<file path="config.mk">
export PLATFORM = sky130hd
export DESIGN_NAME = cpu_core
export DESIGN_NICKNAME = d
export VERILOG_FILES = /design/src/cpu_isa_pkg.sv /design/src/cpu_state_pkg.sv /design/src/bus_wr_if.sv /design/src/inst_if.sv /design/src/alu8.sv /design/src/bus_write_port.sv /design/src/cpu_core.sv /design/src/exec_unit.sv /design/src/fetch_sequencer.sv
export VERILOG_INCLUDE_DIRS = /design/src
export SDC_FILE = /design/constraint.sdc
export NUM_CORES = 1
export LEC_CHECK = 0
export BUFFER_PORTS_ARGS = -buffer_cell sky130_fd_sc_hd__buf_2
export CORE_MARGIN = 5
export CORE_UTILIZATION = 60
export CTS_CLUSTER_DIAMETER = 30
export DETAILED_ROUTE_END_ITERATION = 10
export PLACE_DENSITY = 0.82
export REMOVE_ABC_BUFFERS = 1
export SKIP_CTS_REPAIR_TIMING = 1
export SLEW_MARGIN = 20
export SYNTH_ARGS = -nofsm -noshare
export SYNTH_HDL_FRONTEND = slang
export SYNTH_HIERARCHICAL = 1
export SYNTH_SLANG_ARGS = --single-unit
</file>
<file path="constraint.sdc">
create_clock -name clk -period 6.21 [get_ports clk]
set_clock_uncertainty 0.2 [all_clocks]
set_input_delay 0 -clock clk [delete_from_list [all_inputs] [get_ports clk]]
set_output_delay 0 -clock clk [all_outputs]
set_load 0.02 [all_outputs]
</file>
<file path="src/cpu_cfg.svh">
// -------------------------------------------------------------------------
// CPU core configuration
// -------------------------------------------------------------------------

`ifndef CPU_CFG_SVH
`define CPU_CFG_SVH

// Bus widths
`define CPU_ADDR_W 16
`define CPU_DATA_W 8

// Vector high byte lives here, low byte one above
`define CPU_RESET_VEC 16'hFFFE

// E, F and I set out of reset
`define CPU_CC_RESET 8'hD0
`define CPU_ACC_RESET 8'h00

`endif

</file>
<file path="src/cpu_isa_pkg.sv">
// -------------------------------------------------------------------------
// Instruction set encodings
// -------------------------------------------------------------------------

package cpu_isa_pkg;

  // Opcode byte split into row and column nibbles
  typedef struct packed {
    logic [3:0] row;
    logic [3:0] col;
  } opcode_nib_t;

  // Decoded whole for stores, by nibble everywhere else
  typedef union packed {
    logic [7:0]  raw;
    opcode_nib_t nib;
  } opcode_t;

  // Column order of the 6809 map
  // Paired names: inherent meaning first, immediate second
  typedef enum logic [3:0] {
    ALU_NEG_SUB = 4'h0,
    ALU_CMP     = 4'h1,
    ALU_SBC     = 4'h2,
    ALU_COM     = 4'h3,
    ALU_LSR_AND = 4'h4,
    ALU_BIT     = 4'h5,
    ALU_ROR_LD  = 4'h6,
    ALU_ASR     = 4'h7,
    ALU_ASL_EOR = 4'h8,
    ALU_ROL_ADC = 4'h9,
    ALU_DEC_OR  = 4'hA,
    ALU_ADD     = 4'hB,
    ALU_INC     = 4'hC,
    ALU_TST     = 4'hD,
    ALU_CLR     = 4'hF
  } alu_op_e;

  // Short branch column codes, others in row 2 fall through
  typedef enum logic [3:0] {
    BR_ALWAYS = 4'h0,
    BR_NEVER  = 4'h1,
    BR_CC     = 4'h4,
    BR_CS     = 4'h5,
    BR_NE     = 4'h6,
    BR_EQ     = 4'h7,
    BR_VC     = 4'h8,
    BR_VS     = 4'h9,
    BR_PL     = 4'hA,
    BR_MI     = 4'hB
  } br_cond_e;

  // Opcode rows
  localparam logic [3:0] ROW_BRANCH = 4'h2;
  localparam logic [3:0] ROW_INH_A  = 4'h4;
  localparam logic [3:0] ROW_INH_B  = 4'h5;
  localparam logic [3:0] ROW_IMM_A  = 4'h8;
  localparam logic [3:0] ROW_IMM_B  = 4'hC;

  // Extended stores
  localparam logic [7:0] OPC_STA_EXT = 8'hB7;
  localparam logic [7:0] OPC_STB_EXT = 8'hF7;

  // Implemented columns, one bit per column
  localparam logic [15:0] INH_COL_MASK = 16'hB7D9;
  localparam logic [15:0] IMM_COL_MASK = 16'h0F77;

endpackage

</file>
<file path="src/cpu_state_pkg.sv">
// -------------------------------------------------------------------------
// Machine state types
// -------------------------------------------------------------------------

package cpu_state_pkg;

  // One-hot fetch states
  typedef enum logic [5:0] {
    VEC_HI  = 6'b00_0001,
    VEC_LO  = 6'b00_0010,
    OPCODE  = 6'b00_0100,
    OPERAND = 6'b00_1000,
    EXT_LO  = 6'b01_0000,
    HALTED  = 6'b10_0000
  } fetch_state_e;

  // Condition codes, MSB first as on the 6809
  typedef struct packed {
    logic e;  // Entire state saved
    logic f;  // FIRQ mask
    logic h;  // Half carry
    logic i;  // IRQ mask
    logic n;
    logic z;
    logic v;
    logic c;
  } cc_t;

endpackage

</file>
<file path="src/bus_wr_if.sv">
// -------------------------------------------------------------------------
// Bus and store link
// -------------------------------------------------------------------------
`timescale 1ns/10ps
`include "cpu_cfg.svh"

interface bus_wr_if;

  logic [`CPU_ADDR_W-1:0] fetch_addr;
  logic                   wr_req;
  logic [`CPU_ADDR_W-1:0] wr_addr;
  logic [`CPU_DATA_W-1:0] wr_data;
  // High for the whole write cycle
  logic                   wr_busy;

  modport fetch (output fetch_addr, output wr_req, output wr_addr, input wr_busy);

  modport exec (output wr_data);

  modport port (
    input  fetch_addr,
    input  wr_req,
    input  wr_addr,
    input  wr_data,
    output wr_busy
  );

endinterface

</file>
<file path="src/inst_if.sv">
// -------------------------------------------------------------------------
// Fetch to execute link
// -------------------------------------------------------------------------
`timescale 1ns/10ps
`include "cpu_cfg.svh"

interface inst_if;

  // Registered opcode of the instruction in flight
  cpu_isa_pkg::opcode_t   opcode;
  // Raw data bus, valid in the last byte
  logic [`CPU_DATA_W-1:0] operand;
  // Commit strobe, one cycle
  logic                   exec_stb;
  // Branch decision back to fetch
  logic                   take_branch;

  modport fetch (
    output opcode,
    output operand,
    output exec_stb,
    input  take_branch
  );

  modport exec (
    input  opcode,
    input  operand,
    input  exec_stb,
    output take_branch
  );

endinterface

</file>
<file path="src/alu8.sv">
// -------------------------------------------------------------------------
// 8-bit ALU
// -------------------------------------------------------------------------
`timescale 1ns/10ps

module alu8 (
  input  cpu_isa_pkg::alu_op_e op,
  input  logic                 inherent,
  input  logic [7:0]           lhs,
  input  logic [7:0]           rhs,
  input  cpu_state_pkg::cc_t   cc_in,
  output logic [7:0]           result,
  output cpu_state_pkg::cc_t   cc_out
);

  logic [8:0] sum;
  logic [8:0] diff;
  logic [4:0] half;
  logic [7:0] val;
  logic       keep;
  logic       cin;

  // Carry feeds only ADC and SBC
  assign cin  = ((op == cpu_isa_pkg::ALU_ROL_ADC) || (op == cpu_isa_pkg::ALU_SBC)) ?
                cc_in.c : 1'b0;
  assign sum  = {1'b0, lhs} + {1'b0, rhs} + {8'd0, cin};
  assign diff = {1'b0, lhs} - {1'b0, rhs} - {8'd0, cin};
  assign half = {1'b0, lhs[3:0]} + {1'b0, rhs[3:0]} + {4'd0, cin};

  always_comb begin
    cc_out = cc_in;
    val    = lhs;
    keep   = 1'b0;
    if (inherent) begin
      // Unary on the accumulator
      case (op)
        cpu_isa_pkg::ALU_NEG_SUB: begin
          val      = 8'd0 - lhs;
          cc_out.v = (lhs == 8'h80);
          cc_out.c = (lhs != 8'h00);
        end
        cpu_isa_pkg::ALU_COM: begin
          val      = ~lhs;
          cc_out.v = 1'b0;
          cc_out.c = 1'b1;
        end
        // Right shifts, V untouched
        cpu_isa_pkg::ALU_LSR_AND: begin
          val      = {1'b0, lhs[7:1]};
          cc_out.c = lhs[0];
        end
        cpu_isa_pkg::ALU_ROR_LD: begin
          val      = {cc_in.c, lhs[7:1]};
          cc_out.c = lhs[0];
        end
        cpu_isa_pkg::ALU_ASR: begin
          val      = {lhs[7], lhs[7:1]};
          cc_out.c = lhs[0];
        end
        // Left shifts, V is b7 xor b6 of the input
        cpu_isa_pkg::ALU_ASL_EOR: begin
          val      = {lhs[6:0], 1'b0};
          cc_out.v = lhs[7] ^ lhs[6];
          cc_out.c = lhs[7];
        end
        cpu_isa_pkg::ALU_ROL_ADC: begin
          val      = {lhs[6:0], cc_in.c};
          cc_out.v = lhs[7] ^ lhs[6];
          cc_out.c = lhs[7];
        end
        // DEC and INC leave C alone
        cpu_isa_pkg::ALU_DEC_OR: begin
          val      = lhs - 8'd1;
          cc_out.v = (lhs == 8'h80);
        end
        cpu_isa_pkg::ALU_INC: begin
          val      = lhs + 8'd1;
          cc_out.v = (lhs == 8'h7F);
        end
        cpu_isa_pkg::ALU_TST: cc_out.v = 1'b0;
        cpu_isa_pkg::ALU_CLR: begin
          val      = 8'd0;
          cc_out.v = 1'b0;
          cc_out.c = 1'b0;
        end
        default: val = lhs;
      endcase
    end else begin
      // Accumulator against immediate byte
      case (op)
        cpu_isa_pkg::ALU_NEG_SUB, cpu_isa_pkg::ALU_CMP, cpu_isa_pkg::ALU_SBC: begin
          val      = diff[7:0];
          keep     = (op == cpu_isa_pkg::ALU_CMP);
          cc_out.v = (lhs[7] ^ rhs[7]) & (lhs[7] ^ diff[7]);
          cc_out.c = diff[8];
        end
        cpu_isa_pkg::ALU_LSR_AND, cpu_isa_pkg::ALU_BIT: begin
          val      = lhs & rhs;
          keep     = (op == cpu_isa_pkg::ALU_BIT);
          cc_out.v = 1'b0;
        end
        cpu_isa_pkg::ALU_ROR_LD: begin
          val      = rhs;
          cc_out.v = 1'b0;
        end
        cpu_isa_pkg::ALU_ASL_EOR: begin
          val      = lhs ^ rhs;
          cc_out.v = 1'b0;
        end
        cpu_isa_pkg::ALU_DEC_OR: begin
          val      = lhs | rhs;
          cc_out.v = 1'b0;
        end
        // Only the adds touch H
        cpu_isa_pkg::ALU_ROL_ADC, cpu_isa_pkg::ALU_ADD: begin
          val      = sum[7:0];
          cc_out.h = half[4];
          cc_out.v = ~(lhs[7] ^ rhs[7]) & (lhs[7] ^ sum[7]);
          cc_out.c = sum[8];
        end
        default: val = lhs;
      endcase
    end
    cc_out.n = val[7];
    cc_out.z = (val == 8'd0);
  end

  // Compares and bit tests hand the accumulator back unchanged
  assign result = keep ? lhs : val;

endmodule

</file>
<file path="src/bus_write_port.sv">
// -------------------------------------------------------------------------
// Bus write port
// -------------------------------------------------------------------------
`timescale 1ns/10ps
`include "cpu_cfg.svh"

module bus_write_port (
  input  logic                   clk,
  input  logic                   reset_b,
  bus_wr_if.port                 wr,
  output logic [`CPU_ADDR_W-1:0] addr,
  output logic                   data_rw_n,
  output logic [`CPU_DATA_W-1:0] data_out
);

  logic                   busy_q;
  logic [`CPU_ADDR_W-1:0] waddr_q;
  logic [`CPU_DATA_W-1:0] wdata_q;

  // Single write cycle right after the request
  always_ff @(posedge clk or negedge reset_b) begin
    if (!reset_b) begin
      busy_q <= 1'b0;
    end else begin
      busy_q <= wr.wr_req;
    end
  end

  // Capture store address and data
  always_ff @(posedge clk) begin
    if (wr.wr_req) begin
      waddr_q <= wr.wr_addr;
      wdata_q <= wr.wr_data;
    end
  end

  assign wr.wr_busy = busy_q;

  // Bus mux, fetch side owns it outside the write cycle
  assign addr      = busy_q ? waddr_q : wr.fetch_addr;
  assign data_rw_n = !busy_q;
  assign data_out  = busy_q ? wdata_q : '0;

  // Fetch must stall through the write cycle
  a_no_back_to_back : assert property (@(posedge clk) disable iff (!reset_b)
    wr.wr_req |-> !wr.wr_busy);

endmodule

</file>
<file path="src/cpu_core.sv">
// -------------------------------------------------------------------------
// CPU core top
// -------------------------------------------------------------------------
`timescale 1ns/10ps
`include "cpu_cfg.svh"

module cpu_core (
  input  logic                   clk,
  input  logic                   reset_b,
  input  logic                   halt_b,
  input  logic [`CPU_DATA_W-1:0] din,
  output logic [`CPU_ADDR_W-1:0] addr,
  output logic                   data_rw_n,
  output logic [`CPU_DATA_W-1:0] data_out
);

  inst_if   u_inst ();
  bus_wr_if u_bus ();

  // Input side
  fetch_sequencer u_fetch (
    .clk     (clk),
    .reset_b (reset_b),
    .halt_b  (halt_b),
    .din     (din),
    .ifc     (u_inst.fetch),
    .wr      (u_bus.fetch)
  );

  // Registers and ALU
  exec_unit u_exec (
    .clk     (clk),
    .reset_b (reset_b),
    .ifc     (u_inst.exec),
    .wr      (u_bus.exec)
  );

  // Output side
  bus_write_port u_port (
    .clk       (clk),
    .reset_b   (reset_b),
    .wr        (u_bus.port),
    .addr      (addr),
    .data_rw_n (data_rw_n),
    .data_out  (data_out)
  );

endmodule

</file>
<file path="src/exec_unit.sv">
// -------------------------------------------------------------------------
// Execution unit
// -------------------------------------------------------------------------
`timescale 1ns/10ps
`include "cpu_cfg.svh"

module exec_unit (
  input  logic   clk,
  input  logic   reset_b,
  inst_if.exec   ifc,
  bus_wr_if.exec wr
);

  logic [`CPU_DATA_W-1:0] a_q;
  logic [`CPU_DATA_W-1:0] b_q;
  cpu_state_pkg::cc_t     cc_q;
  cpu_state_pkg::cc_t     cc_alu;
  logic [`CPU_DATA_W-1:0] acc;
  logic [`CPU_DATA_W-1:0] alu_res;
  logic [3:0]             row;
  logic [3:0]             col;
  logic                   is_inh;
  logic                   is_imm;
  logic                   sel_b;
  logic                   op_valid;
  logic                   a_we;
  logic                   b_we;
  logic                   br_hit;

  assign row = ifc.opcode.nib.row;
  assign col = ifc.opcode.nib.col;

  // -------------------------------------------------------------------------
  // Decode
  // -------------------------------------------------------------------------
  assign is_inh = (row == cpu_isa_pkg::ROW_INH_A) || (row == cpu_isa_pkg::ROW_INH_B);
  assign is_imm = (row == cpu_isa_pkg::ROW_IMM_A) || (row == cpu_isa_pkg::ROW_IMM_B);
  // B for rows 5 and C, and for STB
  assign sel_b  = (row == cpu_isa_pkg::ROW_INH_B) || (row == cpu_isa_pkg::ROW_IMM_B) ||
                  (ifc.opcode.raw == cpu_isa_pkg::OPC_STB_EXT);
  // Unimplemented columns are no-ops
  assign op_valid = (is_inh && cpu_isa_pkg::INH_COL_MASK[col]) ||
                    (is_imm && cpu_isa_pkg::IMM_COL_MASK[col]);

  assign acc = sel_b ? b_q : a_q;

  alu8 u_alu8 (
    .op       (cpu_isa_pkg::alu_op_e'(col)),
    .inherent (is_inh),
    .lhs      (acc),
    .rhs      (ifc.operand),
    .cc_in    (cc_q),
    .result   (alu_res),
    .cc_out   (cc_alu)
  );

  // Write-back on the commit strobe
  assign a_we = ifc.exec_stb && op_valid && !sel_b;
  assign b_we = ifc.exec_stb && op_valid && sel_b;

  always_ff @(posedge clk or negedge reset_b) begin
    if (!reset_b) begin
      a_q  <= `CPU_ACC_RESET;
      b_q  <= `CPU_ACC_RESET;
      cc_q <= cpu_state_pkg::cc_t'(`CPU_CC_RESET);
    end else begin
      if (a_we) begin
        a_q <= alu_res;
      end
      if (b_we) begin
        b_q <= alu_res;
      end
      if (a_we || b_we) begin
        cc_q <= cc_alu;
      end
    end
  end

  // -------------------------------------------------------------------------
  // Branch condition on the committed CC
  // -------------------------------------------------------------------------
  always_comb begin
    case (cpu_isa_pkg::br_cond_e'(col))
      cpu_isa_pkg::BR_ALWAYS: br_hit = 1'b1;
      cpu_isa_pkg::BR_NEVER:  br_hit = 1'b0;
      cpu_isa_pkg::BR_CC:     br_hit = !cc_q.c;
      cpu_isa_pkg::BR_CS:     br_hit = cc_q.c;
      cpu_isa_pkg::BR_NE:     br_hit = !cc_q.z;
      cpu_isa_pkg::BR_EQ:     br_hit = cc_q.z;
      cpu_isa_pkg::BR_VC:     br_hit = !cc_q.v;
      cpu_isa_pkg::BR_VS:     br_hit = cc_q.v;
      cpu_isa_pkg::BR_PL:     br_hit = !cc_q.n;
      cpu_isa_pkg::BR_MI:     br_hit = cc_q.n;
      // Signed and unsigned compares not carried
      default:                br_hit = 1'b0;
    endcase
  end

  assign ifc.take_branch = (row == cpu_isa_pkg::ROW_BRANCH) && br_hit;

  // Store data follows the same A/B select
  assign wr.wr_data = acc;

  a_one_acc : assert property (@(posedge clk) disable iff (!reset_b)
    $changed(a_q) |-> $stable(b_q));

endmodule

</file>
<file path="src/fetch_sequencer.sv">
// -------------------------------------------------------------------------
// Fetch sequencer
// -------------------------------------------------------------------------
`timescale 1ns/10ps
`include "cpu_cfg.svh"

module fetch_sequencer (
  input  logic                   clk,
  input  logic                   reset_b,
  input  logic                   halt_b,
  input  logic [`CPU_DATA_W-1:0] din,
  inst_if.fetch                  ifc,
  bus_wr_if.fetch                wr
);

  localparam logic [`CPU_ADDR_W-1:0] VEC_LO_ADDR = `CPU_RESET_VEC + 1'b1;

  cpu_state_pkg::fetch_state_e state_q;
  cpu_state_pkg::fetch_state_e state_d;
  cpu_isa_pkg::opcode_t        opc_q;
  cpu_isa_pkg::opcode_t        opc_in;
  logic [`CPU_ADDR_W-1:0]      pc_q;
  logic [`CPU_ADDR_W-1:0]      pc_d;
  logic [`CPU_DATA_W-1:0]      ext_hi_q;
  logic                        inh_stb_q;

  logic st_vec_hi;
  logic st_vec_lo;
  logic st_opcode;
  logic st_operand;
  logic st_ext_lo;
  logic advance;
  logic opc_take;
  logic in_two;
  logic in_ext;
  logic q_ext;
  logic q_branch;

  assign st_vec_hi  = (state_q == cpu_state_pkg::VEC_HI);
  assign st_vec_lo  = (state_q == cpu_state_pkg::VEC_LO);
  assign st_opcode  = (state_q == cpu_state_pkg::OPCODE);
  assign st_operand = (state_q == cpu_state_pkg::OPERAND);
  assign st_ext_lo  = (state_q == cpu_state_pkg::EXT_LO);

  // Everything freezes while the write port owns the bus
  assign advance  = !wr.wr_busy;
  assign opc_take = st_opcode && halt_b && advance;

  // -------------------------------------------------------------------------
  // Length classifier, straight off the data bus
  // -------------------------------------------------------------------------
  assign opc_in.raw = din;
  assign in_ext = (opc_in.raw == cpu_isa_pkg::OPC_STA_EXT) ||
                  (opc_in.raw == cpu_isa_pkg::OPC_STB_EXT);
  // Branches and implemented immediates take one operand byte
  assign in_two = (opc_in.nib.row == cpu_isa_pkg::ROW_BRANCH) ||
                  (((opc_in.nib.row == cpu_isa_pkg::ROW_IMM_A) ||
                    (opc_in.nib.row == cpu_isa_pkg::ROW_IMM_B)) &&
                   cpu_isa_pkg::IMM_COL_MASK[opc_in.nib.col]);

  // Same questions about the held opcode
  assign q_ext    = (opc_q.raw == cpu_isa_pkg::OPC_STA_EXT) ||
                    (opc_q.raw == cpu_isa_pkg::OPC_STB_EXT);
  assign q_branch = (opc_q.nib.row == cpu_isa_pkg::ROW_BRANCH);

  // Next state
  always_comb begin
    state_d = state_q;
    case (state_q)
      cpu_state_pkg::VEC_HI: state_d = cpu_state_pkg::VEC_LO;
      cpu_state_pkg::VEC_LO: state_d = cpu_state_pkg::OPCODE;
      cpu_state_pkg::OPCODE: begin
        // Halt only at an instruction boundary
        if (!halt_b) begin
          state_d = cpu_state_pkg::HALTED;
        end else if (in_two || in_ext) begin
          state_d = cpu_state_pkg::OPERAND;
        end
      end
      cpu_state_pkg::OPERAND: begin
        state_d = q_ext ? cpu_state_pkg::EXT_LO : cpu_state_pkg::OPCODE;
      end
      cpu_state_pkg::EXT_LO: state_d = cpu_state_pkg::OPCODE;
      cpu_state_pkg::HALTED: begin
        if (halt_b) begin
          state_d = cpu_state_pkg::OPCODE;
        end
      end
      default: state_d = cpu_state_pkg::VEC_HI;
    endcase
  end

  // -------------------------------------------------------------------------
  // Program counter
  // -------------------------------------------------------------------------
  always_comb begin
    pc_d = pc_q + 1'b1;
    case (state_q)
      // Vector is big-endian
      cpu_state_pkg::VEC_HI: pc_d = {din, pc_q[`CPU_DATA_W-1:0]};
      cpu_state_pkg::VEC_LO: pc_d = {pc_q[`CPU_ADDR_W-1:`CPU_DATA_W], din};
      cpu_state_pkg::OPCODE: begin
        if (!halt_b) begin
          pc_d = pc_q;
        end
      end
      cpu_state_pkg::OPERAND: begin
        // pc sits on the offset, so target is pc+1+offset
        if (q_branch && ifc.take_branch) begin
          pc_d = pc_q + 1'b1 +
                 {{(`CPU_ADDR_W-`CPU_DATA_W){din[`CPU_DATA_W-1]}}, din};
        end
      end
      cpu_state_pkg::HALTED: pc_d = pc_q;
      default: pc_d = pc_q + 1'b1;
    endcase
  end

  always_ff @(posedge clk or negedge reset_b) begin
    if (!reset_b) begin
      state_q   <= cpu_state_pkg::VEC_HI;
      pc_q      <= '0;
      inh_stb_q <= 1'b0;
    end else begin
      if (advance) begin
        state_q <= state_d;
        pc_q    <= pc_d;
      end
      // One-byte ops commit in the following cycle
      inh_stb_q <= opc_take && !in_two && !in_ext;
    end
  end

  // Opcode and extended high byte
  always_ff @(posedge clk) begin
    if (opc_take) begin
      opc_q <= opc_in;
    end
    if (st_operand && q_ext) begin
      ext_hi_q <= din;
    end
  end

  assign ifc.opcode   = opc_q;
  assign ifc.operand  = din;
  assign ifc.exec_stb = inh_stb_q || (st_operand && !q_ext) || st_ext_lo;

  assign wr.fetch_addr = st_vec_hi ? `CPU_RESET_VEC :
                         st_vec_lo ? VEC_LO_ADDR : pc_q;
  assign wr.wr_req     = st_ext_lo;
  assign wr.wr_addr    = {ext_hi_q, din};

  a_state_onehot : assert property (@(posedge clk) disable iff (!reset_b)
    $onehot(state_q));

  // Deferred commit must not leak into the vector load
  a_no_stb_in_vec : assert property (@(posedge clk) disable iff (!reset_b)
    ifc.exec_stb |-> !(st_vec_hi || st_vec_lo));

endmodule

</file>
# Yosys cells after proc, flatten, opt, wreduce, memory -nomap -nowiden
# Memory sizes are Yosys's and may differ from the RTL's. A register that Yosys moved wholly into a read port is not among the register bits.
# Cells that the tools add are included.
[word_totals]
reg_bits = 84
mem_bits_ro = 48
input_bits = 11
out_inout_bits = 25
word_cells = 170
n_memories = 3
[memory_table]
columns = ["name", "depth", "word_bits", "rd", "rd_ports_with_merged_regs", "write_ports", "line", "source"]
rows = [
  ["(no name shown)", 16, 1, 1, 1, 0, "exec_unit.sv:43", "(is_imm && cpu_isa_pkg::IMM_COL_MASK[col]);"],
  ["(no name shown)", 16, 1, 1, 1, 0, "exec_unit.sv:42", "assign op_valid = (is_inh && cpu_isa_pkg::INH_COL_MASK[col]) ||"],
  ["(no name shown)", 16, 1, 1, 0, 0, "fetch_sequencer.sv:59", "cpu_isa_pkg::IMM_COL_MASK[opc_in.nib.col]);"],
]
[op_classes]
n_addsub = 9
magnitude_cmp = 2
n_eq_ne = 39
n_mux = 31
bitwise_logic = 15
reduce_logical = 56
[ops]
columns = ["op", "count"]
rows = [
  ["$mux W16", 5],
  ["$pmux W16 S5", 1],
  ["$pmux W8 S10", 1],
  ["$pmux W8 S6", 1],
  ["$eq A4 B4 Y1 const B", 11],
  ["$eq A8 B8 Y1 const B", 5],
  ["$mux W8", 4],
  ["$pmux W6 S5", 1],
  ["$eq A4 B3 Y1 const B", 6],
  ["$mux W6", 3],
  ["$add A16 B1 Y16 const B", 1],
  ["$add A16 B16 Y16", 1],
  ["$eq A4 B2 Y1 const B", 4],
  ["$logic_and A1 B1 Y1", 14],
  ["$logic_or A1 B1 Y1", 14],
  ["$lt A4 B5 Y1 const B", 2],
  ["$reduce_or A2 Y1", 5],
  ["$add A8 B8 Y9", 1],
  ["$add A9 B1 Y9", 1],
  ["$logic_not A1 Y1", 9],
  ["$pmux W1 S9", 1],
  ["$reduce_and A3 Y1", 3],
  ["$reduce_or A3 Y1", 3],
  ["$sub A8 B8 Y9", 1],
  ["other kinds (38)", 54],
]

# Longest topological paths before layout
# Gate-level depths: netlist of the first run.
[logic_depth]
ltp_word = 10
ltp_mapped = 18
ltp_nobuf = 17

# Cells and area by module
# Netlist of the first run, hierarchy kept.
[modules_own_cells]
columns = ["module", "instances", "cells_per_inst", "area_per_inst_um2", "seq_area_each_um2"]
rows = [
  ["fetch_sequencer", 1, 380, 3400.8, 1057.3],
  ["alu8", 1, 409, 2881.5, 0.0],
  ["exec_unit", 1, 94, 1333.8, 604.3],
  ["bus_write_port", 1, 53, 1063.5, 745.7],
]

# Worst setup path after synthesis of the first run
# Ideal clock, no wire load.
[synth_timing]
path_type = "reg-to-reg"
startpoint = "reg u_fetch.opc_q, in the netlist u_fetch/ifc.opcode[1]"
endpoint = "reg u_exec.b_q[7]"
setup_ps = 125
t_arrival_ps = 4437
required_ps = 5885
setup_slack_ps = 1448
path_stages_with_launch = 17
n_path_buf = 1
period_less_slack_ps = 4762
path_cell_list = "edfxtp_1 > ha_1 > and4_1 > o221ai_2 > mux2_2 > clkbuf_1 > inv_1 > ha_1 > ha_1 > nor4_1 > a2111oi_0 > o21a_1 > or3_1 > a31oi_1 > o22ai_1 > mux2_2 > mux2_4"
[synth_rtl]
columns = ["item", "line", "source"]
rows = [
  ["start: declaration", "fetch_sequencer.sv:20", "cpu_isa_pkg::opcode_t opc_q;"],
  ["start signal: assignment", "fetch_sequencer.sv:137", "opc_q <= opc_in;"],
  ["end signal: assignment", "exec_unit.sv:64", "b_q <= `CPU_ACC_RESET;"],
  ["end signal: assignment", "exec_unit.sv:71", "b_q <= alu_res;"],
  ["end: declaration", "exec_unit.sv:15", "logic [`CPU_DATA_W-1:0] b_q;"],
]

==> PnR_summary.wiki, run 1 <==
{| class="wikitable"
! Metric !! Value
|-
| Run status || complete, no violations
|-
| Synthesized area divided by synthesized cell count || 9.213 µm²
|-
| CP arrival || 5.23 ns
|-
| Met3 track utilization from global routing || 5.272%
|-
| Number of diodes || 0
|-
| Count of standard-cell rows || 43
|-
| Pin count of the biggest net entering global routing || 48
|-
| Startpoint Class || register
|-
| Crit path kind || reg2reg
|-
| Cell Chain, Critical Path || ha_1 -> and4_1 -> o221ai_2 -> mux2_2 -> fa_1 -> inv_1 -> ha_1 -> o21ai_0 -> a2111oi_0 -> o21a_1 -> or3_1 -> a31oi_1 -> o22ai_1 -> mux2_2 -> mux2_4
|-
| Die Outline Area || 0.01664 mm²
|-
| Area of the placeable core || 0.01388 mm²
|-
| Switching power || 1.697 mW
|-
| Slew Viols, Final || 0
|-
| Die Y || 129.0 µm
|-
| Total Neg Setup Slack || 0 ns
|-
| Slew at the pin with the worst max-slew slack || 0.8997 ns
|-
| Share of the clock period used by the worst path after layout || 83.66%
|-
| Antenna viol nets, final || 0
|-
| Overall routing resource usage || 29.18%
|-
| H-Tree Depth || 3
|-
| Setup violation total in the final timing report || 0
|-
| Max-cap violations || 0
|-
| Clock-pin slew reported for the worst setup and hold paths after clock tree synthesis || 0.06 ns
|-
| Remaining max-slew budget at the tightest pin || 39.80%
|-
| Fraction of power consumed by sequential logic || 21.8%
|-
| Wire length per cell after detailed routing || 21.92 µm
|-
| Net switching fraction of the power || 46.00%
|-
| Final #Nets || 1,013
|-
| Classification of the worst-slack hold path || in2reg
|-
| Maximum count of clock buffers along a single path || 2
|-
| Starting Density || 61.20%
|-
| VDD IR max || 0.2478 mV
|-
| Share of total power in combinational logic || 63.5%
|-
| Overflow after GRT || 0
|-
| Root Driver || sky130_fd_sc_hd__clkbuf_16
|-
| CTS tree || done
|-
| Antenna violations before repair || 0
|-
| Cell internal power dissipation || 1.992 mW
|-
| Drt total wl || 24.39 mm
|-
| Post-route DRC || 0
|-
| Required @ worst endpoint || 6.24 ns
|-
| Met1 GRT Util || 39.10%
|-
| GR peak layer || met2
|-
| Synthesized instance count || 922
|-
| Vias/cell || 6.902
|-
| Warnings from Yosys || 6
|-
| Wire length of the first global-routing pass || 38.41 mm
|-
| Unrepaired setup endpoints after global routing || false
|-
| Worst-Skew Late Latency || 0.35 ns
|-
| Fraction of layout cells with a size suffix above 1 || 17.15%
|-
| Gp weighted congestion || 1.029
|-
| Clock tree sinks || 84
|-
| Critical-path top delay cell || sky130_fd_sc_hd__fa_1
|-
| Delay of the slowest critical-path stage || 0.63 ns
|-
| Synthesized cell area || 0.008494 mm²
|-
| Met2 routing resource usage after global routing || 47.10%
|-
| Area delta synth->final || 5.833%
|-
| Number of iterations in the first detailed-routing pass || 5
|-
| Final HPWL DP || 16.87 mm
|-
| DRC marker count from the first detailed-route iteration || 1,197
|-
| Cell Pwr Density || 410.4 mW/mm²
|-
| Vias in the first global route || 7,032
|-
| Clock buffers created by TritonCTS || 9
|-
| F_max || 0.1925 GHz
|-
| Post-layout min period || 5.195 ns
|-
| Number of ports placed on the die boundary || 36
|-
| Fraction of power consumed by the clock network || 14.7%
|-
| Chip width || 129.0 µm
|-
| Category of the worst setup path capture point || register
|-
| Static Leakage || 3.682 nW
|-
| Critical path fanouts, max || 15
|-
| Final number of hold-violating endpoints || 0
|-
| Via count || 7,682
|-
| Port bufs || 35
|-
| Minimum hold slack || 0.01504 ns
|}
## power by group through the flow
stage	sequential [mW]	combinational, mW	clock (mW)
2_1_floorplan	0.788	1.72	0
3_3_place_gp	0.804	2.22	0
6_report	0.804	2.34	0.542
5_1_grt	0.816	2.54	0.576
4_1_cts	0.797	2.29	0.555
3_5_place_dp	0.808	2.27	0
## flip-flops by register name (all words and copies together), names as in the netlist, 6 cells and up
signal / flops
u_fetch/state_q: 6
u_port/waddr_q: 16
u_fetch/pc_q: 16
u_fetch/ifc.opcode: 8
u_port/wdata_q: 8
u_exec/b_q: 8
u_exec/a_q: 8
u_fetch/ext_hi_q: 8
## metal layers
metal	up-vias	wire [µm]
met3	92	2349
met4	0	955
met1	3681	9808
met5	-	0
li1	3441	-
met2	468	11280
## cells in the final DEF, fill, tap and decap left out, types with 12 or more instances in the layout
cell type and count:
sky130_fd_sc_hd__mux2_2 43, sky130_fd_sc_hd__buf_2 35, sky130_fd_sc_hd__xnor2_1 31, sky130_fd_sc_hd__and2_1 14
sky130_fd_sc_hd__mux2_4 19, sky130_fd_sc_hd__a31oi_1 15, sky130_fd_sc_hd__a21o_1 15, sky130_fd_sc_hd__or3_1 16
sky130_fd_sc_hd__nand3_1 20, sky130_fd_sc_hd__o21ai_0 46, sky130_fd_sc_hd__buf_4 14, sky130_fd_sc_hd__dfrtp_1 43
sky130_fd_sc_hd__a21oi_1 54, sky130_fd_sc_hd__a22oi_1 12, sky130_fd_sc_hd__nor3_1 23, sky130_fd_sc_hd__nor2_1 57
sky130_fd_sc_hd__nor2b_1 14, sky130_fd_sc_hd__inv_1 50, sky130_fd_sc_hd__edfxtp_1 40, sky130_fd_sc_hd__ha_1 68
sky130_fd_sc_hd__xor2_1 16, sky130_fd_sc_hd__nand2_1 50
## critical path, delay by kind of cell, from the launching register on
family / cells / cell delay, ns
AO/OA/AOI/OAI: 6 / 1.70
adder cells (fa/ha/maj): 3 / 1.04
buffers and inverters: 1 / 0.06
flip-flops: 1 / 0.39
multiplexers: 3 / 1.16
AND/OR/NAND/NOR: 2 / 0.52
## cell type report
class,instances,area (µm²)
sequential,84,2303
clock buffer,12,246.5
multi-input combinational,723,5600
clock inverter,4,48.80
inverter,52,195.2
tap,180,225.2
fill,1107,4891
timing repair buffer,58,370.4
## final timing paths
path,from,to,slack (ns),cells after the start
min in group asynchronous,reset_b,u_fetch/pc_q[15],0.08,3
worst max register to register,u_fetch/ifc.opcode[0],u_exec/b_q[7],1.01,15
worst max-delay path,u_fetch/ifc.opcode[0],u_exec/b_q[7],1.01,15
worst min register to register,u_fetch/ext_hi_q[7],u_port/waddr_q[15],0.22,0
max in group asynchronous,reset_b,u_exec/b_q[4],5.29,3
worst min-delay path,din[7],u_port/waddr_q[7],0.02,1
## per-stage QoR
stage                     setup slack (ns)  instance area (µm²)  util, %  cells  total power, mW
final                                1.015                 8990    64.76   1113            3.689
after global routing                0.7969                 8990    64.76   1113            3.934
after CTS                            1.090                 8900    64.12   1104            3.643
after detailed placement             1.099                 8605    61.99   1088            3.076
after global placement               1.213                 8605    61.99   1088            3.028
after floorplan                     0.9435                 8094        -    859            2.507
(Power assumes the default switching activity.)
==> inputs of run 2 (changes only) <==
--- a/config.mk
+++ b/config.mk
@@ -6,6 +6,7 @@
 export SDC_FILE = /design/constraint.sdc
 export NUM_CORES = 1
 export LEC_CHECK = 0
+export ABC_AREA = 1
 export BUFFER_PORTS_ARGS = -buffer_cell sky130_fd_sc_hd__buf_2
 export CORE_MARGIN = 5
 export CORE_UTILIZATION = 60
==> constraint.sdc (replaced) <==
create_clock -name clk -period 4.95 [get_ports clk]
set_clock_uncertainty 0.2 [all_clocks]
set_input_delay 0 -clock clk [delete_from_list [all_inputs] [get_ports clk]]
set_output_delay 0 -clock clk [all_outputs]
set_load 0.02 [all_outputs]
==> PnR_summary.wiki, run 2 <==
{| class="wikitable"
! Metric !! Value
|-
| Number of diodes || 0 (unchanged)
|-
| Worst slack at placement || 0.7394 ns (was 1.099 ns)
|-
| Static Leakage || 4.978 nW (was 3.682 nW)
|-
| Antenna violations before repair || 0 (unchanged)
|-
| Footprint of the flip-flops and latches || 0.002303 mm² (unchanged)
|-
| Fillcell total || 1,305 (was 1,107)
|-
| Number of ports placed on the die boundary || 36 (unchanged)
|-
| Top cell by count, worst path || sky130_fd_sc_hd__nand2_1
|-
| Maximum count of clock buffers along a single path || 2 (unchanged)
|-
| Clock buffers created by TritonCTS || 9 (unchanged)
|-
| Unrepaired setup endpoints after global routing || false (unchanged)
|-
| Most frequent standard cell in the layout excluding fill and tap cells || sky130_fd_sc_hd__nand2_1 (was sky130_fd_sc_hd__ha_1)
|-
| Total instance count after detailed placement || 1,553 (was 1,088)
|-
| VDD IR max || 0.2795 mV (was 0.2478 mV)
|-
| Wire length per cell after detailed routing || 16.49 µm (was 21.92 µm)
|-
| Drt total wl || 26.04 mm (was 24.39 mm)
|-
| Synthesized area divided by synthesized cell count || 6.529 µm² (was 9.213 µm²)
|-
| Root Driver || sky130_fd_sc_hd__clkbuf_16 (unchanged)
|-
| Delay of the slowest critical-path stage || 0.61 ns (was 0.63 ns)
|-
| Area of the placeable core || 0.01453 mm² (was 0.01388 mm²)
|-
| Overflow after GRT || 0 (unchanged)
|-
| Run status || complete, no violations (unchanged)
|-
| Vias/cell || 5.804 (was 6.902)
|-
| Final #Nets || 1,475 (was 1,013)
|-
| Fraction of layout cells with a size suffix above 1 || 9.892% (was 17.15%)
|-
| Post-route DRC || 0 (unchanged)
|-
| Total power || 4.933 mW (was 3.689 mW)
|-
| Count of standard-cell rows || 44 (was 43)
|-
| Chip width || 131.7 µm (was 129.0 µm)
|-
| Placed cell areas || 0.009094 mm² (was 0.008605 mm²)
|-
| Clock-pin slew reported for the worst setup and hold paths after clock tree synthesis || 0.07 ns (was 0.06 ns)
|-
| Leading cell types in the layout, fill and taps excluded || 470 x sky130_fd_sc_hd__nand2_1, 177 x sky130_fd_sc_hd__inv_1, 108 x sky130_fd_sc_hd__nand3_1, 103 x sky130_fd_sc_hd__nor2_1, 68 x sky130_fd_sc_hd__ha_1 (was 68 x sky130_fd_sc_hd__ha_1, 57 x sky130_fd_sc_hd__nor2_1, 54 x sky130_fd_sc_hd__a21oi_1, 50 x sky130_fd_sc_hd__inv_1, 50 x sky130_fd_sc_hd__nand2_1)
|-
| Final Instance Count excl. Fillers || 1,579 (was 1,113)
|-
| Area delta synth->final || 6.815% (was 5.833%)
|-
| Worst-Skew Late Latency || 0.34 ns (was 0.35 ns)
|-
| Final HPWL DP || 19.54 mm (was 16.87 mm)
|-
| Remaining max-slew budget at the tightest pin || 35.79% (was 39.80%)
|-
| Warnings from Yosys || 6 (unchanged)
|-
| Startpoint Class || register (unchanged)
|-
| Post-layout utilization of the core || 65.31% (was 64.76%)
|-
| Classification of the worst-slack hold path || in2async (was in2reg)
|-
| Minimum hold slack || 0.01196 ns (was 0.01504 ns)
|-
| Crit path kind || reg2reg (unchanged)
|-
| CTS tree || done (unchanged)
|-
| Cell Pwr Density || 519.8 mW/mm² (was 410.4 mW/mm²)
|-
| Slew Viols, Final || 0 (unchanged)
|-
| Setup violation total in the final timing report || 0 (unchanged)
|-
| Critical path fanouts, max || 18 (was 15)
|-
| Final number of hold-violating endpoints || 0 (unchanged)
|-
| Registers with the highest flip-flop counts || u_fetch/pc_q: 16 flops, u_port/waddr_q: 16 flops (unchanged)
|-
| Least setup slack across all paths after layout || 0.6579 ns (was 1.015 ns)
|-
| Synthesized instance count || 1,361 (was 922)
|-
| Total Neg Setup Slack || 0 ns (unchanged)
|-
| Category of the worst setup path capture point || register (unchanged)
|-
| Max-cap violations || 0 (unchanged)
|-
| Post-layout min period || 4.292 ns (was 5.195 ns)
|-
| Critical-path top delay cell || sky130_fd_sc_hd__edfxtp_1 (was sky130_fd_sc_hd__fa_1)
|-
| CP arrival || 4.37 ns (was 5.23 ns)
|-
| H-Tree Depth || 3 (unchanged)
|-
| Antenna viol nets, final || 0 (unchanged)
|-
| Final instance area || 0.009492 mm² (was 0.008990 mm²)
|-
| Via count || 9,164 (was 7,682)
|-
| Vias in the first global route || 8,279 (was 7,032)
|-
| Number of iterations in the first detailed-routing pass || 6 (was 5)
|-
| Required @ worst endpoint || 5.03 ns (was 6.24 ns)
|-
| Wire length of the first global-routing pass || 41.57 mm (was 38.41 mm)
|-
| Overall routing resource usage || 29.01% (was 29.18%)
|-
| Port bufs || 35 (unchanged)
|-
| Share of the clock period used by the worst path after layout || 86.71% (was 83.66%)
|-
| DRC marker count from the first detailed-route iteration || 1,067 (was 1,197)
|-
| Worst R2R Setup Slack || 0.66 ns (was 1.01 ns)
|-
| Multi-input gate area || 0.005512 mm² (was 0.005600 mm²)
|-
| Starting Density || 61.14% (was 61.20%)
|-
| Gp weighted congestion || 1.061 (was 1.029)
|-
| Slew at the pin with the worst max-slew slack || 0.9608 ns (was 0.8997 ns)
|-
| Die Y || 131.7 µm (was 129.0 µm)
|-
| Die Outline Area || 0.01734 mm² (was 0.01664 mm²)
|-
| Synthesized cell area || 0.008886 mm² (was 0.008494 mm²)
|-
| Cell Chain, Critical Path || ha_1 -> nand2_2 -> nor2_1 -> nand2_1 -> nand2_4 -> inv_6 -> nand2_1 -> nand2_1 -> inv_1 -> ha_1 -> ha_1 -> nand2_1 -> inv_1 -> a21oi_1 -> nand2_1 -> nand2_1 -> nand3_1 -> nand2_1 -> nand2_1 -> nand2_2 -> nand2_1 -> o21ai_1 -> nand4_1 -> nand2_1 (was ha_1 -> and4_1 -> o221ai_2 -> mux2_2 -> fa_1 -> inv_1 -> ha_1 -> o21ai_0 -> a2111oi_0 -> o21a_1 -> or3_1 -> a31oi_1 -> o22ai_1 -> mux2_2 -> mux2_4)
|-
| Clock tree sinks || 84 (unchanged)
|-
| F_max || 0.2330 GHz (was 0.1925 GHz)
|-
| Pin count of the biggest net entering global routing || 45 (was 48)
|}
==> run 2: final cells by class <==
type,instances,share of cell area (%)
repair buffers,60,4.113
clock buffers,11,2.676
inverters,198,8.015
flip-flops and latches,84,24.27
multi-input cells,1037,58.07
clock inverters,5,0.4350
well taps,184,2.426
==> run 2: worst paths after layout <==
kind                            depth (start not counted)             startpoint            endpoint
max in group asynchronous                               2                reset_b     u_fetch/pc_q[1]
worst min register to register                          0    u_fetch/ext_hi_q[7]  u_port/waddr_q[15]
worst min-delay path                                    2                reset_b     u_fetch/pc_q[3]
min in group clk                                        0    u_fetch/ext_hi_q[7]  u_port/waddr_q[15]
worst max register to register                         24  u_fetch/ifc.opcode[1]       u_exec/b_q[7]
worst max-delay path                                   24  u_fetch/ifc.opcode[1]       u_exec/b_q[7]
==> run 2: routing by layer <==
layer	wire length, µm	vias to the layer above	part of all wire, %	global-route usage (%)
met4	1356	0	5.2	14.11
met2	11990	484	46	48.25
li1	-	4432	-	-
met3	2282	99	8.8	4.511
met1	10410	4149	40	36.84
met5	0	-	0	0
==> run 2: power breakdown <==
| group | internal (mW) | leakage [nW] | switching (mW) |
|---|---|---|---|
| Sequential | 0.887 | 0.853 | 0.153 |
| Clock | 0.378 | 0.144 | 0.299 |
| Combinational | 1.09 | 3.98 | 2.13 |
==> run 2: worst max-delay path, delay by kind of cell, from the launching register on <==
kind | cells | cell delay [ns]
AO/OA/AOI/OAI | 2 | 0.29
buffers and inverters | 3 | 0.48
AND/OR/NAND/NOR | 16 | 1.60
adder cells (fa/ha/maj) | 3 | 1.02
flip-flops | 1 | 0.61
==> inputs of run 3 (changes only) <==
--- a/config.mk
+++ b/config.mk
@@ -9,10 +9,10 @@
 export ABC_AREA = 1
 export BUFFER_PORTS_ARGS = -buffer_cell sky130_fd_sc_hd__buf_2
 export CORE_MARGIN = 5
-export CORE_UTILIZATION = 60
+export CORE_UTILIZATION = 47
 export CTS_CLUSTER_DIAMETER = 30
 export DETAILED_ROUTE_END_ITERATION = 10
-export PLACE_DENSITY = 0.82
+export PLACE_DENSITY = 0.67
 export REMOVE_ABC_BUFFERS = 1
 export SKIP_CTS_REPAIR_TIMING = 1
 export SLEW_MARGIN = 20
==> PnR_summary.wiki, run 3 (synthesized netlist as in run 2, its figures left out) <==
{| class="wikitable"
! Metric !! Value
|-
| Die Outline Area || 0.02176 mm² (was 0.01734 mm²)
|-
| Antenna viol nets, final || 0 (unchanged)
|-
| Share of the clock period used by the worst path after layout || 83.03% (was 86.71%)
|-
| Post-layout min period || 4.110 ns (was 4.292 ns)
|-
| Delay of the slowest critical-path stage || 0.40 ns (was 0.61 ns)
|-
| Fraction of layout cells with a size suffix above 1 || 10.01% (was 9.892%)
|-
| Number of diodes || 0 (unchanged)
|-
| Launching point of the worst reg2reg path || u_fetch/ifc.opcode[3] (was u_fetch/ifc.opcode[1])
|-
| Final HPWL DP || 19.76 mm (was 19.54 mm)
|-
| Pin count of the biggest net entering global routing || 45 (unchanged)
|-
| Category of the worst setup path capture point || register (unchanged)
|-
| Die Y || 147.5 µm (was 131.7 µm)
|-
| Chip width || 147.5 µm (was 131.7 µm)
|-
| Critical path fanouts, max || 18 (unchanged)
|-
| Cell Pwr Density || 512.2 mW/mm² (was 519.8 mW/mm²)
|-
| Starting Density || 47.66% (was 61.14%)
|-
| Critical-path top delay cell || sky130_fd_sc_hd__edfxtp_1 (unchanged)
|-
| Required @ worst endpoint || 5.03 ns (about the same)
|-
| Launch point of the critical path || u_fetch/ifc.opcode[3] (was u_fetch/ifc.opcode[1])
|-
| Post-route DRC || 0 (unchanged)
|-
| Leading cell types in the layout, fill and taps excluded || 470 x sky130_fd_sc_hd__nand2_1, 177 x sky130_fd_sc_hd__inv_1, 108 x sky130_fd_sc_hd__nand3_1, 103 x sky130_fd_sc_hd__nor2_1, 68 x sky130_fd_sc_hd__ha_1 (unchanged)
|-
| Area delta synth->final || 7.575% (was 6.815%)
|-
| Maximum count of clock buffers along a single path || 2 (unchanged)
|-
| CTS tree || done (unchanged)
|-
| Setup violation total in the final timing report || 0 (unchanged)
|-
| Drt total wl || 26.15 mm (was 26.04 mm)
|-
| Count of standard-cell rows || 50 (was 44)
|-
| Classification of the worst-slack hold path || in2reg (was in2async)
|-
| Wire length of the first global-routing pass || 42.54 mm (was 41.57 mm)
|-
| Overall routing resource usage || 24.10% (was 29.01%)
|-
| Remaining max-slew budget at the tightest pin || 32.91% (was 35.79%)
|-
| Gp weighted congestion || 0.9675 (was 1.061)
|-
| Registers with the highest flip-flop counts || u_fetch/pc_q: 16 flops, u_port/waddr_q: 16 flops (unchanged)
|-
| Cell Chain, Critical Path || inv_1 -> ha_1 -> nand2_2 -> nor2_1 -> nand2_1 -> nand2_4 -> nand2_1 -> nand2_1 -> inv_1 -> ha_1 -> ha_1 -> nand2_1 -> inv_1 -> a21oi_1 -> nand2_1 -> nand2_1 -> nand3_1 -> nand2_1 -> nand2_1 -> nand2_2 -> nand2_1 -> o21ai_1 -> nand4_1 -> nand2_1 (was ha_1 -> nand2_2 -> nor2_1 -> nand2_1 -> nand2_4 -> inv_6 -> nand2_1 -> nand2_1 -> inv_1 -> ha_1 -> ha_1 -> nand2_1 -> inv_1 -> a21oi_1 -> nand2_1 -> nand2_1 -> nand3_1 -> nand2_1 -> nand2_1 -> nand2_2 -> nand2_1 -> o21ai_1 -> nand4_1 -> nand2_1)
|-
| Final #Nets || 1,479 (was 1,475)
|-
| Cell type group with the largest total delay on the critical path || simple AND/OR/NAND/NOR gates (unchanged)
|-
| Slew at the pin with the worst max-slew slack || 1.003 ns (was 0.9608 ns)
|-
| Final number of hold-violating endpoints || 0 (unchanged)
|-
| Critical path buffers and inverters || 3 (unchanged)
|-
| Root Driver || sky130_fd_sc_hd__clkbuf_16 (unchanged)
|-
| Clock-pin slew reported for the worst setup and hold paths after clock tree synthesis || 0.06 ns (was 0.07 ns)
|-
| Static Leakage || 4.984 nW (was 4.978 nW)
|-
| Run status || complete, no violations (unchanged)
|-
| Slew Viols, Final || 0 (unchanged)
|-
| CP arrival || 4.19 ns (was 4.37 ns)
|-
| Via count || 8,892 (was 9,164)
|-
| Vias in the first global route || 8,234 (was 8,279)
|-
| Overflow after GRT || 0 (unchanged)
|-
| Post-layout utilization of the core || 51.28% (was 65.31%)
|-
| Total Neg Setup Slack || 0 ns (unchanged)
|-
| Most frequent standard cell in the layout excluding fill and tap cells || sky130_fd_sc_hd__nand2_1 (unchanged)
|-
| Start point of the worst min-delay path || din[7]
|-
| Number of ports placed on the die boundary || 36 (unchanged)
|-
| Unrepaired setup endpoints after global routing || false (unchanged)
|-
| Fillcell total || 1,948 (was 1,305)
|-
| DRC marker count from the first detailed-route iteration || 764 (was 1,067)
|-
| F_max || 0.2433 GHz (was 0.2330 GHz)
|-
| Max-cap violations || 0 (unchanged)
|-
| Vias/cell || 5.445 (was 5.804)
|-
| Wire length per cell after detailed routing || 16.01 µm (was 16.49 µm)
|-
| Port bufs || 35 (unchanged)
|-
| Antenna violations before repair || 0 (unchanged)
|-
| Crit path kind || reg2reg (unchanged)
|-
| Number of iterations in the first detailed-routing pass || 5 (was 6)
|-
| Clock buffers created by TritonCTS || 9 (unchanged)
|-
| VDD IR max || 0.2490 mV (was 0.2795 mV)
|-
| Area of the placeable core || 0.01864 mm² (was 0.01453 mm²)
|-
| Clock tree sinks || 84 (unchanged)
|-
| Startpoint Class || register (unchanged)
|-
| Top cell by count, worst path || sky130_fd_sc_hd__nand2_1 (unchanged)
|-
| H-Tree Depth || 3 (unchanged)
|-
| Worst-Skew Late Latency || 0.35 ns (was 0.34 ns)
|}
## run 3: cell count changes in the layout (fill, tap and decap cells not counted), sizes merged
cell,before,now
buf,50,55
dlygate4sd3,10,9
clkinv,5,4
inv,197,194
clkbuf,11,15
## run 3: metal layers
| metal | vias up | share of wire [%] | routed length [µm] | global-route usage, % |
|---|---|---|---|---|
| met5 | - | 0 | 0 | 0 |
| met4 | 0 | 2.5 | 656 | 8.388 |
| met3 | 48 | 6.2 | 1612 | 2.974 |
| met2 | 299 | 46 | 11970 | 38.70 |
| met1 | 4113 | 46 | 11920 | 33.63 |
| li1 | 4432 | - | - | - |
## run 3: worst paths after layout
kind / end / slack (ns) / cells past startpoint
min in group asynchronous: u_fetch/pc_q[15] / 0.07 / 3
min reg2reg: u_port/waddr_q[11] / 0.22 / 0
max reg2reg: u_exec/a_q[7] / 0.84 / 24
max in group asynchronous: u_exec/b_q[5] / 4.04 / 3
min: u_fetch/ext_hi_q[7] / 0.01 / 1
max: u_exec/a_q[7] / 0.84 / 24
## run 3: worst register-to-register path: cells and delay by family, from the launching register on
family | cells | cell delay [ns]
simple gates | 16 | 1.80
compound gates | 2 | 0.33
flops | 1 | 0.40
fa+ha+maj | 3 | 1.03
buf+inv | 3 | 0.27
## run 3: final cells by class
| type | instances | area [µm²] | area share (%) |
|---|---|---|---|
| Multi-Input combinational cell | 1037 | 5512 | 57.66 |
| Sequential cell | 84 | 2303 | 24.10 |
| Inverter | 198 | 760.7 | 7.958 |
| Timing Repair Buffer | 64 | 415.4 | 4.346 |
| Tap cell | 234 | 292.8 | 3.063 |
| Clock buffer | 15 | 267.8 | 2.801 |
| Clock inverter | 1 | 7.507 | 0.07853 |
## run 3: per-stage QoR
| step | power, mW | hold slack [ns] | setup WS [ns] | instance area (µm²) | cells |
|---|---|---|---|---|---|
| global placement | 4.159 | -0.06733 | 0.9439 | 9194 | 1608 |
| floorplan | 3.342 | -0.4956 | 0.4458 | 8569 | 1319 |
| detailed placement | 4.202 | -0.06170 | 0.8849 | 9194 | 1608 |
| finish | 4.896 | 0.009558 | 0.8398 | 9559 | 1633 |
| global route | 5.382 | 0.008879 | 0.4018 | 9559 | 1633 |
| CTS | 4.873 | -0.4293 | 0.8591 | 9469 | 1624 |
## run 3: power breakdown
part / switching (mW) / internal [mW] / leakage, nW
combinational: 2.13 / 1.08 / 4.00
sequential: 0.140 / 0.887 / 0.853
clock: 0.283 / 0.369 / 0.130
total: 2.56 / 2.34 / 4.98
